==> config.mk <==
export PLATFORM = sky130hd
export DESIGN_NAME = usb_capture_top
export DESIGN_NICKNAME = d
export VERILOG_FILES = /design/src/cap_regs_pkg.sv /design/src/usb_pkt_pkg.sv /design/src/capture_ifs.sv /design/src/usb_capture_top.sv /design/src/control_regs.sv /design/src/capture_fifo.sv /design/src/timestamp_counter.sv /design/src/packet_capture.sv
export SDC_FILE = /design/constraint.sdc
export NUM_CORES = 2
export LEC_CHECK = 0
export BUFFER_PORTS_ARGS = -buffer_cell sky130_fd_sc_hd__buf_4
export CORE_MARGIN = 2
export CORE_UTILIZATION = 30
export CTS_CLUSTER_DIAMETER = 150
export DETAILED_ROUTE_END_ITERATION = 7
export GPL_TIMING_DRIVEN = 0
export SYNTH_ARGS = -nofsm -noshare
export SYNTH_HDL_FRONTEND = slang
export SYNTH_SLANG_ARGS = --single-unit
==> constraint.sdc <==
create_clock -name clk_120mhz -period 3.6 [get_ports clk_120mhz]
set_clock_uncertainty 0.1 [all_clocks]
set_input_delay 0.72 -clock clk_120mhz [delete_from_list [all_inputs] [get_ports clk_120mhz]]
set_output_delay 0.72 -clock clk_120mhz [all_outputs]
set_load 0.03 [all_outputs]
==> src/cap_regs_pkg.sv <==
package cap_regs_pkg;

    typedef logic [3:0]  reg_addr_t;
    typedef logic [15:0] pid_mask_t;  // Bit n set drops PID n

    //////////////////////////////////////////////////
    // Register map
    //////////////////////////////////////////////////

    localparam reg_addr_t REG_CTRL    = 4'd0; // [0] capture en, [1] filter en
    localparam reg_addr_t REG_MASK_LO = 4'd1;
    localparam reg_addr_t REG_MASK_HI = 4'd2;
    localparam reg_addr_t REG_PKT_LO  = 4'd3; // Stored packets
    localparam reg_addr_t REG_PKT_HI  = 4'd4;
    localparam reg_addr_t REG_CRC_LO  = 4'd5;
    localparam reg_addr_t REG_STATUS  = 4'd6; // [0] overflow, [1] empty
    localparam reg_addr_t REG_SOF_LO  = 4'd7;

    // Command byte, low nibble is the address
    localparam int CMD_WRITE_BIT = 7;

    localparam logic [7:0] CTRL_RESET = 8'h01; // Capture on, filter off
    localparam pid_mask_t  MASK_RESET = '0;

endpackage

==> src/usb_pkt_pkg.sv <==
package usb_pkt_pkg;

    //////////////////////////////////////////////////
    // Packet fields
    //////////////////////////////////////////////////

    typedef logic [7:0] byte_t;       // One packet byte
    typedef logic [3:0] pid_t;        // Low nibble of first byte

    localparam pid_t PID_DATA0 = 4'd3;
    localparam pid_t PID_SOF   = 4'd5; // Host frame start

    // Which side of the bus sent the packet
    typedef enum logic {
        DIR_HOST   = 1'b0,
        DIR_DEVICE = 1'b1
    } dir_t;

    //////////////////////////////////////////////////
    // Time and event counts
    //////////////////////////////////////////////////

    typedef logic [31:0] ts_t;        // Free-running ticks
    typedef logic [15:0] ts_short_t;  // Low half, kept per entry
    typedef logic [15:0] cnt16_t;     // Wraps at 16 bits

    // Buffer entry layout {dir, sop, eop, ts, data}
    localparam int ENTRY_W = 3 + $bits(ts_short_t) + $bits(byte_t);

endpackage
==> src/capture_ifs.sv <==
// Decoded packet stream from one side of the bus
interface pkt_stream_if;
    import usb_pkt_pkg::*;

    byte_t data;
    logic  valid;
    logic  sop;
    logic  eop;
    logic  crc_ok;   // Only meaningful on eop

    modport driver (output data, valid, sop, eop, crc_ok);
    modport sink   (input  data, valid, sop, eop, crc_ok);
endinterface

// Write strobe into the capture buffer
interface cap_write_if;
    import usb_pkt_pkg::*;

    logic      wr_valid;   // No ready, plain strobe
    byte_t     wr_data;
    logic      wr_sop;
    logic      wr_eop;
    dir_t      wr_dir;
    ts_short_t wr_ts;      // Timestamp of the packet's sop

    modport source (output wr_valid, wr_data, wr_sop, wr_eop, wr_dir, wr_ts);
    modport sink   (input  wr_valid, wr_data, wr_sop, wr_eop, wr_dir, wr_ts);
endinterface

==> src/usb_capture_top.sv <==
module usb_capture_top #(
    parameter int FIFO_ADDR_W = 6,
    parameter int TICK_DIV    = 1
) (
    input  logic                   clk_120mhz,
    input  logic                   rst_n,
    // Host side stream
    input  usb_pkt_pkg::byte_t     host_data_i,
    input  logic                   host_valid_i,
    input  logic                   host_sop_i,
    input  logic                   host_eop_i,
    input  logic                   host_crc_ok_i,
    // Device side stream
    input  usb_pkt_pkg::byte_t     dev_data_i,
    input  logic                   dev_valid_i,
    input  logic                   dev_sop_i,
    input  logic                   dev_eop_i,
    input  logic                   dev_crc_ok_i,
    // Buffer read port
    input  logic                   rd_req_i,
    output usb_pkt_pkg::byte_t     rd_data_o,
    output logic                   rd_sop_o,
    output logic                   rd_eop_o,
    output usb_pkt_pkg::dir_t      rd_dir_o,
    output usb_pkt_pkg::ts_short_t rd_ts_o,
    output logic                   rd_valid_o,
    output logic                   rd_empty_o,
    // Command port
    input  usb_pkt_pkg::byte_t     cmd_data_i,
    input  logic                   cmd_valid_i,
    output usb_pkt_pkg::byte_t     resp_data_o,
    output logic                   resp_valid_o
);
    import usb_pkt_pkg::*;
    import cap_regs_pkg::*;

    pkt_stream_if host_if ();
    pkt_stream_if dev_if ();
    cap_write_if  wr_if ();

    logic      cfg_capture_en;
    logic      cfg_filter_en;
    pid_mask_t cfg_mask;
    ts_t       ts;
    logic      sof_seen;
    cnt16_t    crc_err_count;
    cnt16_t    sof_count;
    cnt16_t    pkt_count;
    logic      overflow;

    // Pack plain stream ports
    assign host_if.data   = host_data_i;
    assign host_if.valid  = host_valid_i;
    assign host_if.sop    = host_sop_i;
    assign host_if.eop    = host_eop_i;
    assign host_if.crc_ok = host_crc_ok_i;
    assign dev_if.data    = dev_data_i;
    assign dev_if.valid   = dev_valid_i;
    assign dev_if.sop     = dev_sop_i;
    assign dev_if.eop     = dev_eop_i;
    assign dev_if.crc_ok  = dev_crc_ok_i;

    packet_capture u_capture (
        .clk_120mhz      (clk_120mhz),
        .rst_n           (rst_n),
        .host_s          (host_if.sink),
        .dev_s           (dev_if.sink),
        .wr              (wr_if.source),
        .cfg_capture_en_i(cfg_capture_en),
        .cfg_filter_en_i (cfg_filter_en),
        .cfg_mask_i      (cfg_mask),
        .ts_i            (ts),
        .sof_seen_o      (sof_seen),
        .crc_err_count_o (crc_err_count)
    );

    timestamp_counter #(.TICK_DIV(TICK_DIV)) u_ts (
        .clk_120mhz (clk_120mhz),
        .rst_n      (rst_n),
        .sof_seen_i (sof_seen),
        .ts_o       (ts),
        .sof_count_o(sof_count)
    );

    capture_fifo #(.FIFO_ADDR_W(FIFO_ADDR_W)) u_fifo (
        .clk_120mhz (clk_120mhz),
        .rst_n      (rst_n),
        .wr         (wr_if.sink),
        .rd_req_i   (rd_req_i),
        .rd_data_o  (rd_data_o),
        .rd_sop_o   (rd_sop_o),
        .rd_eop_o   (rd_eop_o),
        .rd_dir_o   (rd_dir_o),
        .rd_ts_o    (rd_ts_o),
        .rd_valid_o (rd_valid_o),
        .empty_o    (rd_empty_o),
        .overflow_o (overflow),
        .pkt_count_o(pkt_count)
    );

    control_regs u_regs (
        .clk_120mhz      (clk_120mhz),
        .rst_n           (rst_n),
        .cmd_data_i      (cmd_data_i),
        .cmd_valid_i     (cmd_valid_i),
        .pkt_count_i     (pkt_count),
        .crc_err_count_i (crc_err_count),
        .sof_count_i     (sof_count),
        .overflow_i      (overflow),
        .empty_i         (rd_empty_o),
        .resp_data_o     (resp_data_o),
        .resp_valid_o    (resp_valid_o),
        .cfg_capture_en_o(cfg_capture_en),
        .cfg_filter_en_o (cfg_filter_en),
        .cfg_mask_o      (cfg_mask)
    );

endmodule

==> src/control_regs.sv <==
module control_regs (
    input  logic                     clk_120mhz,
    input  logic                     rst_n,
    input  usb_pkt_pkg::byte_t       cmd_data_i,
    input  logic                     cmd_valid_i,
    input  usb_pkt_pkg::cnt16_t      pkt_count_i,
    input  usb_pkt_pkg::cnt16_t      crc_err_count_i,
    input  usb_pkt_pkg::cnt16_t      sof_count_i,
    input  logic                     overflow_i,
    input  logic                     empty_i,
    output usb_pkt_pkg::byte_t       resp_data_o,
    output logic                     resp_valid_o,
    output logic                     cfg_capture_en_o,
    output logic                     cfg_filter_en_o,
    output cap_regs_pkg::pid_mask_t  cfg_mask_o
);
    import usb_pkt_pkg::*;
    import cap_regs_pkg::*;

    typedef enum logic {
        CMD_IDLE,
        CMD_WAIT_DATA      // Write address seen, data byte next
    } cmd_state_t;

    cmd_state_t state_q;
    reg_addr_t  cmd_addr;
    reg_addr_t  addr_q;    // Target of pending write
    logic [1:0] ctrl_q;    // [1] filter en, [0] capture en
    pid_mask_t  mask_q;
    byte_t      rd_byte;

    assign cmd_addr         = cmd_data_i[3:0];
    assign cfg_capture_en_o = ctrl_q[0];
    assign cfg_filter_en_o  = ctrl_q[1];
    assign cfg_mask_o       = mask_q;

    //////////////////////////////////////////////////
    // Readback mux
    //////////////////////////////////////////////////

    always_comb begin
        case (cmd_addr)
            REG_CTRL:    rd_byte = {6'b0, ctrl_q};
            REG_MASK_LO: rd_byte = mask_q[7:0];
            REG_MASK_HI: rd_byte = mask_q[15:8];
            REG_PKT_LO:  rd_byte = pkt_count_i[7:0];
            REG_PKT_HI:  rd_byte = pkt_count_i[15:8];
            REG_CRC_LO:  rd_byte = crc_err_count_i[7:0];
            REG_STATUS:  rd_byte = {6'b0, empty_i, overflow_i};
            REG_SOF_LO:  rd_byte = sof_count_i[7:0];
            default:     rd_byte = '0;   // Unmapped
        endcase
    end

    //////////////////////////////////////////////////
    // Command FSM
    //////////////////////////////////////////////////

    always_ff @(posedge clk_120mhz or negedge rst_n) begin
        if (!rst_n) begin
            state_q      <= CMD_IDLE;
            resp_valid_o <= 1'b0;
            ctrl_q       <= CTRL_RESET[1:0];
            mask_q       <= MASK_RESET;
        end else begin
            resp_valid_o <= 1'b0;
            if (cmd_valid_i) begin
                case (state_q)
                    CMD_IDLE: begin
                        if (cmd_data_i[CMD_WRITE_BIT]) begin
                            state_q <= CMD_WAIT_DATA;
                        end else begin
                            resp_valid_o <= 1'b1;   // Read answers next cycle
                        end
                    end
                    CMD_WAIT_DATA: begin
                        state_q <= CMD_IDLE;
                        case (addr_q)               // Read-only targets ignored
                            REG_CTRL:    ctrl_q       <= cmd_data_i[1:0];
                            REG_MASK_LO: mask_q[7:0]  <= cmd_data_i;
                            REG_MASK_HI: mask_q[15:8] <= cmd_data_i;
                            default:     ;
                        endcase
                    end
                    default: state_q <= CMD_IDLE;
                endcase
            end
        end
    end

    // Address and response byte
    always_ff @(posedge clk_120mhz) begin
        if (cmd_valid_i && state_q == CMD_IDLE) begin
            addr_q      <= cmd_addr;
            resp_data_o <= rd_byte;
        end
    end

    assert property (@(posedge clk_120mhz) disable iff (!rst_n)
        resp_valid_o |=> !resp_valid_o)
        else $error("Response valid two cycles in a row");

endmodule

==> src/capture_fifo.sv <==
module capture_fifo #(
    parameter int FIFO_ADDR_W = 6
) (
    input  logic                   clk_120mhz,
    input  logic                   rst_n,
    cap_write_if.sink              wr,
    input  logic                   rd_req_i,
    output usb_pkt_pkg::byte_t     rd_data_o,
    output logic                   rd_sop_o,
    output logic                   rd_eop_o,
    output usb_pkt_pkg::dir_t      rd_dir_o,
    output usb_pkt_pkg::ts_short_t rd_ts_o,
    output logic                   rd_valid_o,
    output logic                   empty_o,
    output logic                   overflow_o,
    output usb_pkt_pkg::cnt16_t    pkt_count_o
);
    import usb_pkt_pkg::*;

    localparam int DEPTH = 1 << FIFO_ADDR_W;

    logic [ENTRY_W-1:0]     mem [DEPTH];
    logic [ENTRY_W-1:0]     rd_entry;   // Registered read word
    logic [FIFO_ADDR_W-1:0] wr_ptr;
    logic [FIFO_ADDR_W-1:0] rd_ptr;
    logic [FIFO_ADDR_W:0]   count_q;    // One extra bit for full
    logic                   full;
    logic                   drop_q;     // Rest of packet discarded
    logic                   wr_accept;
    logic                   rd_fire;

    assign full      = (count_q == (FIFO_ADDR_W + 1)'(DEPTH));
    assign empty_o   = (count_q == '0);
    assign wr_accept = wr.wr_valid & ~full & (~drop_q | wr.wr_sop);
    assign rd_fire   = rd_req_i & ~empty_o;   // Empty requests ignored

    //////////////////////////////////////////////////
    // Storage
    //////////////////////////////////////////////////

    always_ff @(posedge clk_120mhz) begin
        if (wr_accept) begin
            mem[wr_ptr] <= {wr.wr_dir, wr.wr_sop, wr.wr_eop, wr.wr_ts, wr.wr_data};
        end
        if (rd_fire) begin
            rd_entry <= mem[rd_ptr];
        end
    end

    // Unpack read word
    assign rd_dir_o  = dir_t'(rd_entry[ENTRY_W-1]);
    assign rd_sop_o  = rd_entry[ENTRY_W-2];
    assign rd_eop_o  = rd_entry[ENTRY_W-3];
    assign rd_ts_o   = rd_entry[$bits(byte_t) +: $bits(ts_short_t)];
    assign rd_data_o = rd_entry[$bits(byte_t)-1:0];

    //////////////////////////////////////////////////
    // Pointers, occupancy, flags
    //////////////////////////////////////////////////

    always_ff @(posedge clk_120mhz or negedge rst_n) begin
        if (!rst_n) begin
            wr_ptr      <= '0;
            rd_ptr      <= '0;
            count_q     <= '0;
            drop_q      <= 1'b0;
            overflow_o  <= 1'b0;
            pkt_count_o <= '0;
            rd_valid_o  <= 1'b0;
        end else begin
            rd_valid_o <= rd_fire;
            if (wr_accept) begin
                wr_ptr <= wr_ptr + 1'b1;
            end
            if (rd_fire) begin
                rd_ptr <= rd_ptr + 1'b1;
            end
            case ({wr_accept, rd_fire})
                2'b10:   count_q <= count_q + 1'b1;
                2'b01:   count_q <= count_q - 1'b1;
                default: count_q <= count_q;   // Both or neither
            endcase
            // Full write starts a drop, next sop with room ends it
            if (wr.wr_valid) begin
                if (full) begin
                    drop_q     <= 1'b1;
                    overflow_o <= 1'b1;   // Sticky until reset
                end else if (wr.wr_sop) begin
                    drop_q <= 1'b0;
                end
            end
            if (wr_accept && wr.wr_eop) begin
                pkt_count_o <= pkt_count_o + 1'b1;
            end
        end
    end

    assert property (@(posedge clk_120mhz) disable iff (!rst_n) count_q <= DEPTH)
        else $error("Buffer occupancy above depth");

    assert property (@(posedge clk_120mhz) disable iff (!rst_n)
        rd_req_i && empty_o |=> !rd_valid_o)
        else $error("Read data returned for a request on an empty buffer");

endmodule

==> src/timestamp_counter.sv <==
module timestamp_counter #(
    parameter int TICK_DIV = 1
) (
    input  logic                clk_120mhz,
    input  logic                rst_n,
    input  logic                sof_seen_i,
    output usb_pkt_pkg::ts_t    ts_o,
    output usb_pkt_pkg::cnt16_t sof_count_o
);
    // At least one bit, even when not dividing
    localparam int DIV_W = (TICK_DIV > 1) ? $clog2(TICK_DIV) : 1;

    logic [DIV_W-1:0] presc_q;
    logic             tick;     // One clock every TICK_DIV

    assign tick = (presc_q == DIV_W'(TICK_DIV - 1));

    // Prescaler and tick counter
    always_ff @(posedge clk_120mhz or negedge rst_n) begin
        if (!rst_n) begin
            presc_q <= '0;
            ts_o    <= '0;
        end else begin
            presc_q <= tick ? '0 : presc_q + 1'b1;
            if (tick) begin
                ts_o <= ts_o + 1'b1;   // Wraps silently
            end
        end
    end

    // Frame bookkeeping
    always_ff @(posedge clk_120mhz or negedge rst_n) begin
        if (!rst_n) begin
            sof_count_o <= '0;
        end else if (sof_seen_i) begin
            sof_count_o <= sof_count_o + 1'b1;
        end
    end

endmodule

==> src/packet_capture.sv <==
module packet_capture (
    input  logic                    clk_120mhz,
    input  logic                    rst_n,
    pkt_stream_if.sink              host_s,
    pkt_stream_if.sink              dev_s,
    cap_write_if.source             wr,
    input  logic                    cfg_capture_en_i,
    input  logic                    cfg_filter_en_i,
    input  cap_regs_pkg::pid_mask_t cfg_mask_i,
    input  usb_pkt_pkg::ts_t        ts_i,
    output logic                    sof_seen_o,
    output usb_pkt_pkg::cnt16_t     crc_err_count_o
);
    import usb_pkt_pkg::*;

    // Merged beat of whichever side is talking
    logic      beat_valid;
    byte_t     beat_data;
    logic      beat_sop;
    logic      beat_eop;
    logic      beat_crc_ok;
    dir_t      beat_dir;
    pid_t      beat_pid;

    logic      keep_sop;    // Decision for a packet starting now
    logic      keep_q;      // Decision held until eop
    logic      keep_beat;
    ts_short_t ts_q;        // Stamp taken at sop

    //////////////////////////////////////////////////
    // Stream select
    //////////////////////////////////////////////////

    // Half duplex, host wins only by convention
    assign beat_valid  = host_s.valid | dev_s.valid;
    assign beat_dir    = host_s.valid ? DIR_HOST : DIR_DEVICE;
    assign beat_data   = host_s.valid ? host_s.data   : dev_s.data;
    assign beat_sop    = host_s.valid ? host_s.sop    : dev_s.sop;
    assign beat_eop    = host_s.valid ? host_s.eop    : dev_s.eop;
    assign beat_crc_ok = host_s.valid ? host_s.crc_ok : dev_s.crc_ok;
    assign beat_pid    = beat_data[3:0];   // PID nibble, valid on sop only

    // Drop if capture off or PID masked
    assign keep_sop  = cfg_capture_en_i & ~(cfg_filter_en_i & cfg_mask_i[beat_pid]);
    assign keep_beat = beat_sop ? keep_sop : keep_q;

    // Config sampled once per packet
    always_ff @(posedge clk_120mhz or negedge rst_n) begin
        if (!rst_n) begin
            keep_q <= 1'b0;
        end else if (beat_valid && beat_sop) begin
            keep_q <= keep_sop;
        end
    end

    always_ff @(posedge clk_120mhz) begin
        if (beat_valid && beat_sop) begin
            ts_q <= ts_short_t'(ts_i);  // Low bits only
        end
    end

    //////////////////////////////////////////////////
    // Buffer write, one cycle latency
    //////////////////////////////////////////////////

    always_ff @(posedge clk_120mhz or negedge rst_n) begin
        if (!rst_n) begin
            wr.wr_valid <= 1'b0;
        end else begin
            wr.wr_valid <= beat_valid & keep_beat;
        end
    end

    always_ff @(posedge clk_120mhz) begin
        wr.wr_data <= beat_data;
        wr.wr_sop  <= beat_sop;
        wr.wr_eop  <= beat_eop;
        wr.wr_dir  <= beat_dir;
        wr.wr_ts   <= beat_sop ? ts_short_t'(ts_i) : ts_q;  // Same stamp for all beats
    end

    // Event counters see every packet, kept or not
    always_ff @(posedge clk_120mhz or negedge rst_n) begin
        if (!rst_n) begin
            sof_seen_o      <= 1'b0;
            crc_err_count_o <= '0;
        end else begin
            sof_seen_o <= host_s.valid & host_s.sop & (pid_t'(host_s.data[3:0]) == PID_SOF);
            if (beat_valid && beat_eop && !beat_crc_ok) begin
                crc_err_count_o <= crc_err_count_o + 1'b1;
            end
        end
    end

    // Bus is half duplex
    assert property (@(posedge clk_120mhz) disable iff (!rst_n)
        !(host_s.valid && dev_s.valid))
        else $error("Host and device streams both valid in one cycle");

endmodule

==> flow_summary.html <==
<table>
<tr><th>Metric</th><th>Value</th></tr>
<tr><th colspan="2">Floorplanning</th></tr>
<tr><td># rows</td><td>approximately 180</td></tr>
<tr><td>Die X-Extent</td><td>roughly 500 µm</td></tr>
<tr><td>Die Area</td><td>247000 µm²</td></tr>
<tr><td>Die boundary height</td><td>about 500 µm</td></tr>
<tr><td>Core region area</td><td>243000 µm²</td></tr>
<tr><td>Total I/O pin count</td><td>74</td></tr>
<tr><td>Initial Utilization</td><td>0.301</td></tr>
<tr><th colspan="2">Drt</th></tr>
<tr><td>Final routed DRC violation total</td><td>0</td></tr>
<tr><td>Remaining number of nets flagged by the antenna check after routing</td><td>0</td></tr>
<tr><td>DR WL/cell</td><td>~28 µm</td></tr>
<tr><td>Detailed Route WL</td><td>192000 µm</td></tr>
<tr><td>Pre-antenna DRT Iters</td><td>8</td></tr>
<tr><td>Number of vias per cell after detailed routing</td><td>around 5</td></tr>
<tr><td>Detailed router's first-iteration violation count</td><td>approximately 4700</td></tr>
<tr><td>Total vias in the final route</td><td>roughly 35000</td></tr>
<tr><th colspan="2">Finish</th></tr>
<tr><td>Total Nets Final</td><td>3584</td></tr>
<tr><td>Finished Layout Cells</td><td>~6900</td></tr>
<tr><td>Area growth syn-to-layout</td><td>19.0%</td></tr>
<tr><td>Layout cells sized above 1</td><td>0.354</td></tr>
<tr><td>Fillers</td><td>about 22000</td></tr>
<tr><td>Post-route cell area</td><td>between 80000 and 90000 µm²</td></tr>
<tr><th colspan="2">Synthesis</th></tr>
<tr><td>Post-synth cell types</td><td>56</td></tr>
<tr><td>Mean area per synthesized cell</td><td>between 20 and 25 µm²</td></tr>
<tr><td>FFs w/ async S/R, synth</td><td>0.0489</td></tr>
<tr><td>Most used standard cells in the synthesized netlist</td><td>1783 x sky130_fd_sc_hd__edfxtp_1, 544 x sky130_fd_sc_hd__mux4_2, 92 x sky130_fd_sc_hd__dfrtp_1</td></tr>
<tr><td>Proportion of netlist area held by the largest area contributor</td><td>0.734</td></tr>
<tr><td>Dominant cells by area after synthesis</td><td>sky130_fd_sc_hd__edfxtp_1 73%, sky130_fd_sc_hd__mux4_2 17%, sky130_fd_sc_hd__dfrtp_1 3.2%</td></tr>
<tr><td>Number of nets in the synthesized netlist</td><td>3182</td></tr>
<tr><td>Primary FF master, synth</td><td>sky130_fd_sc_hd__edfxtp_1</td></tr>
<tr><td>Synthesized netlist cell count</td><td>approximately 3100</td></tr>
<tr><td>Number of synthesized register bits</td><td>approximately 1900</td></tr>
<tr><td>Most used standard cell by instance count after synthesis</td><td>sky130_fd_sc_hd__edfxtp_1</td></tr>
<tr><td>Count of warnings emitted by yosys</td><td>0</td></tr>
<tr><td>Sequential-to-total area share from yosys stat</td><td>0.773</td></tr>
<tr><td>Cell taking the most area after synthesis</td><td>sky130_fd_sc_hd__edfxtp_1</td></tr>
<tr><td>Count of flip-flops with a built-in enable after synthesis</td><td>1783</td></tr>
<tr><td>Syn Std Cell Area</td><td>roughly 73000 µm²</td></tr>
<tr><th colspan="2">Power and ir drop</th></tr>
<tr><td>Overall power of the completed layout</td><td>~64 mW</td></tr>
<tr><td>Standby leakage power</td><td>approximately 27 nW</td></tr>
<tr><td>Maximum ir drop on the vdd rail</td><td>around 450 µV</td></tr>
<tr><td>Power per cell area</td><td>between 700 and 800 nW/µm²</td></tr>
<tr><th colspan="2">Timing</th></tr>
<tr><td>Final Hold Viols</td><td>0</td></tr>
<tr><td>Slew Limit Headroom</td><td>0.177</td></tr>
<tr><td>Slew @ Worst Pin</td><td>between 1000 and 1500 ps</td></tr>
<tr><td>Max-slew violation total from the final report</td><td>0</td></tr>
<tr><td>Setup TNS</td><td>-25.5 ps</td></tr>
<tr><td>Highest attainable clock frequency</td><td>276 MHz</td></tr>
<tr><td>Minimum clock period</td><td>~3600 ps</td></tr>
<tr><td>Fraction of the cycle the final worst path needs</td><td>1.01</td></tr>
<tr><td>RSZ-0062 raised after global routing</td><td>yes</td></tr>
<tr><td>Hold Worst Slack</td><td>roughly 67 ps</td></tr>
<tr><td>Final setup violation count</td><td>1</td></tr>
<tr><td>Final Worst Setup Slack</td><td>-25.5 ps</td></tr>
<tr><th colspan="2">GRT</th></tr>
<tr><td>Global routing usage summed across all routing layers</td><td>0.152</td></tr>
<tr><td>Gr ovfl total</td><td>0</td></tr>
<tr><td>Global routing met1 resource utilization</td><td>0.209</td></tr>
<tr><td>Wire length of the first global-routing pass</td><td>267000 µm</td></tr>
<tr><td>Most used routing layer</td><td>met2</td></tr>
<tr><td>Met2 demand-to-capacity share in global routing</td><td>0.241</td></tr>
<tr><td>Maximum number of pins on one net before global-route repair</td><td>94</td></tr>
<tr><td>Routing usage on met3</td><td>0.0328</td></tr>
<tr><td>Antenna violations before repair</td><td>5</td></tr>
<tr><td>Number of global-route vias before repair</td><td>roughly 35000</td></tr>
<tr><th colspan="2">Critical path</th></tr>
<tr><td>Chain of cells forming the critical path</td><td>buf_2 &gt; buf_4 &gt; clkdlybuf4s15_1 &gt; mux4_2 &gt; mux4_2 &gt; mux2i_1 &gt; o21ai_1</td></tr>
<tr><td>Crit start category</td><td>register</td></tr>
<tr><td>WP data required</td><td>a little over 4000 ps</td></tr>
<tr><td>Worst setup path class</td><td>reg2reg</td></tr>
<tr><td>R2R Path End</td><td>u_fifo.rd_entry[11]$_DFFE_PP_</td></tr>
<tr><td>Slack of the worst reg-to-reg path</td><td>-30 ps</td></tr>
<tr><td>Cell type group with the largest total delay on the critical path</td><td>buffers and inverters</td></tr>
<tr><td>Number of cells on the worst reg-to-reg path</td><td>7</td></tr>
<tr><td>Signal arrival time at the worst endpoint</td><td>4050 ps</td></tr>
<tr><td>Slowest cell on the critical path</td><td>sky130_fd_sc_hd__clkdlybuf4s15_1</td></tr>
<tr><td>Count of buffering cells on the critical path with inverters included</td><td>3</td></tr>
<tr><td>RR Startpoint</td><td>u_fifo.rd_ptr[1]$_DFFE_PN0P_</td></tr>
<tr><td>Delay of the slowest cell on the worst path</td><td>730 ps</td></tr>
<tr><td>Dominant cell type by count on the critical path</td><td>sky130_fd_sc_hd__mux4_2</td></tr>
<tr><td>Critical path fanouts, max</td><td>10</td></tr>
<tr><td>Sort of element at the end of the critical path</td><td>register</td></tr>
<tr><th colspan="2">Clocking</th></tr>
<tr><td>Number of levels the H-tree was split into</td><td>4</td></tr>
<tr><td>Maximum root-to-sink buffer count</td><td>3</td></tr>
<tr><td>Worst skew pair latency</td><td>between 800 and 900 ps</td></tr>
<tr><td>Root buffer selected by CTS</td><td>sky130_fd_sc_hd__clkbuf_16</td></tr>
<tr><td>Number of clock sinks</td><td>about 1900</td></tr>
<tr><td>CTS buffer count</td><td>about 180</td></tr>
<tr><td>Clock-pin slew of the registers on the worst-case setup and hold paths</td><td>~60 ps</td></tr>
<tr><td>Clock tree from TritonCTS</td><td>done</td></tr>
<tr><th colspan="2">Status</th></tr>
<tr><td>Violations in the final reports</td><td>setup timing</td></tr>
<tr><td>Result of the run</td><td>finished, violations left</td></tr>
<tr><th colspan="2">Placement</th></tr>
<tr><td>Routability cong.</td><td>between 0.8 and 0.9</td></tr>
<tr><td>Placed cell areas</td><td>between 80000 and 90000 µm²</td></tr>
<tr><td>HPWL after detailed placement</td><td>roughly 130000 µm</td></tr>
<tr><td>Port Buffers</td><td>73</td></tr>
<tr><td>Placed Cells</td><td>between 6000 and 7000</td></tr>
<tr><th colspan="2">Min path</th></tr>
<tr><td>Min-Delay Path Depth</td><td>2</td></tr>
<tr><td>Endpoint with the worst hold slack</td><td>u_regs.cfg_mask_o[12]$_DFFE_PN0P_</td></tr>
<tr><td>Class of the most critical hold timing path</td><td>in2reg</td></tr>
<tr><td>HP Start</td><td>cmd_data_i[4]</td></tr>
<tr><th colspan="2">Flow run</th></tr>
<tr><td>Max cap viols</td><td>0</td></tr>
</table>
==> flip-flops by register name, summed over array words and instances, names as in the netlist, 2 cells and up <==
signal,count
u_ts.sof_count_o,8
u_fifo.rd_entry,27
u_fifo.pkt_count_o,16
u_capture.wr.wr_data,8
u_fifo.wr_ptr,6
u_fifo.count_q,7
u_fifo.mem,1728
u_capture.wr.wr_ts,16
u_regs.resp_data_o,8
u_capture.ts_q,16
u_ts.ts_o,16
u_regs.cfg_mask_o,16
u_regs.addr_q,4
u_fifo.rd_ptr,6
u_regs.ctrl_q,2
u_capture.crc_err_count_o,8
==> power breakdown <==
| group | internal (mW) | switching [mW] |
|---|---|---|
| logic | 8.31 | 11.4 |
| registers | 25.1 | 0.543 |
| clock network | 10.7 | 8.30 |
| total | 44.0 | 20.2 |
==> layout make-up <==
type | instances | area (µm²) | share of cell area
Antenna cell | 3 | 7.51 | 0.0000864
Buffer | 155 | 950 | 0.0109
Clock buffer | 232 | 4950 | 0.0570
Clock inverter | 110 | 900 | 0.0104
Inverter | 22 | 86.3 | 0.000994
Multi-Input combinational cell | 1051 | 16400 | 0.189
Sequential cell | 1903 | 56400 | 0.650
Tap cell | 3202 | 4010 | 0.0461
Timing Repair Buffer | 218 | 3090 | 0.0356
==> through the flow <==
stage                      util  worst slack (ps)
after floorplan               -              -189
after detailed placement  0.330             -1580
final                     0.358             -25.5
after CTS                 0.357              1.17
after global routing      0.358             -89.6
after global placement    0.320             -3570
==> cells in the final DEF, fill, tap and decap left out, types with 14 or more instances in the layout <==
| master | n |
|---|---|
| sky130_fd_sc_hd__nor2_1 | 24 |
| sky130_fd_sc_hd__buf_12 | 81 |
| sky130_fd_sc_hd__clkbuf_4 | 15 |
| sky130_fd_sc_hd__nand2_1 | 51 |
| sky130_fd_sc_hd__mux2i_1 | 28 |
| sky130_fd_sc_hd__dfxtp_2 | 26 |
| sky130_fd_sc_hd__buf_16 | 20 |
| sky130_fd_sc_hd__inv_1 | 21 |
| sky130_fd_sc_hd__nand4_1 | 16 |
| sky130_fd_sc_hd__buf_2 | 34 |
| sky130_fd_sc_hd__buf_1 | 15 |
| sky130_fd_sc_hd__dfrtp_1 | 92 |
| sky130_fd_sc_hd__clkbuf_1 | 66 |
| sky130_fd_sc_hd__clkbuf_16 | 192 |
| sky130_fd_sc_hd__mux4_2 | 544 |
| sky130_fd_sc_hd__edfxtp_1 | 1783 |
| sky130_fd_sc_hd__o21ai_0 | 16 |
| sky130_fd_sc_hd__o21ai_1 | 16 |
| sky130_fd_sc_hd__clkinv_1 | 39 |
| sky130_fd_sc_hd__mux2_2 | 56 |
| sky130_fd_sc_hd__nor2_4 | 64 |
| sky130_fd_sc_hd__buf_4 | 123 |
| sky130_fd_sc_hd__xor2_1 | 17 |
| sky130_fd_sc_hd__nand3_1 | 18 |
| sky130_fd_sc_hd__nor2b_1 | 27 |
| sky130_fd_sc_hd__xnor2_1 | 40 |
| sky130_fd_sc_hd__a21oi_1 | 22 |
| sky130_fd_sc_hd__dlygate4sd3_1 | 14 |
| sky130_fd_sc_hd__clkbuf_2 | 22 |
| sky130_fd_sc_hd__clkinv_2 | 45 |
==> timing repair <==
item | 4_1_cts | 5_1_grt
hold endpoints to repair | 12 | 92
pin swaps | 18 | 9
hold buffers | 13 | 1
gates resized for setup | 111 | 44
setup buffers | 21 | 18
cloned | 0 | 1
setup endpoints to repair | 1189 | 220
==> metal layers <==
layer / part of all wire / routed length [µm] / vias up
li1: - / - / 14102
met1: 0.41 / 78300 / 19193
met2: 0.48 / 91500 / 1732
met3: 0.091 / 17500 / 247
met4: 0.026 / 4960 / 0
met5: 0 / 0 / -
==> cell families after synthesis <==
logic type | share of synthesized area
buf+inv | 0.0113
fa+ha+maj | 0.00233
simple gates | 0.0158
compound gates | 0.00900
xor+xnor | 0.00684
mux | 0.182
flops | 0.773
==> worst max-delay path by stage <==
stage,depth (start not counted),end,from
floorplan,6,u_fifo.mem[59][0]$_DFFE_PP_,u_capture.wr.wr_sop$_DFF_P_
global placement,6,u_fifo.mem[3][10]$_DFFE_PP_,u_capture.wr.wr_sop$_DFF_P_
detailed placement,7,u_fifo.rd_entry[13]$_DFFE_PP_,u_fifo.rd_ptr[1]$_DFFE_PN0P_
CTS,7,u_fifo.rd_entry[25]$_DFFE_PP_,u_fifo.rd_ptr[1]$_DFFE_PN0P_
global route,8,u_fifo.mem[26][7]$_DFFE_PP_,u_capture.wr.wr_sop$_DFF_P_
finish,7,u_fifo.rd_entry[11]$_DFFE_PP_,u_fifo.rd_ptr[1]$_DFFE_PN0P_
(Power assumes the default switching activity.)
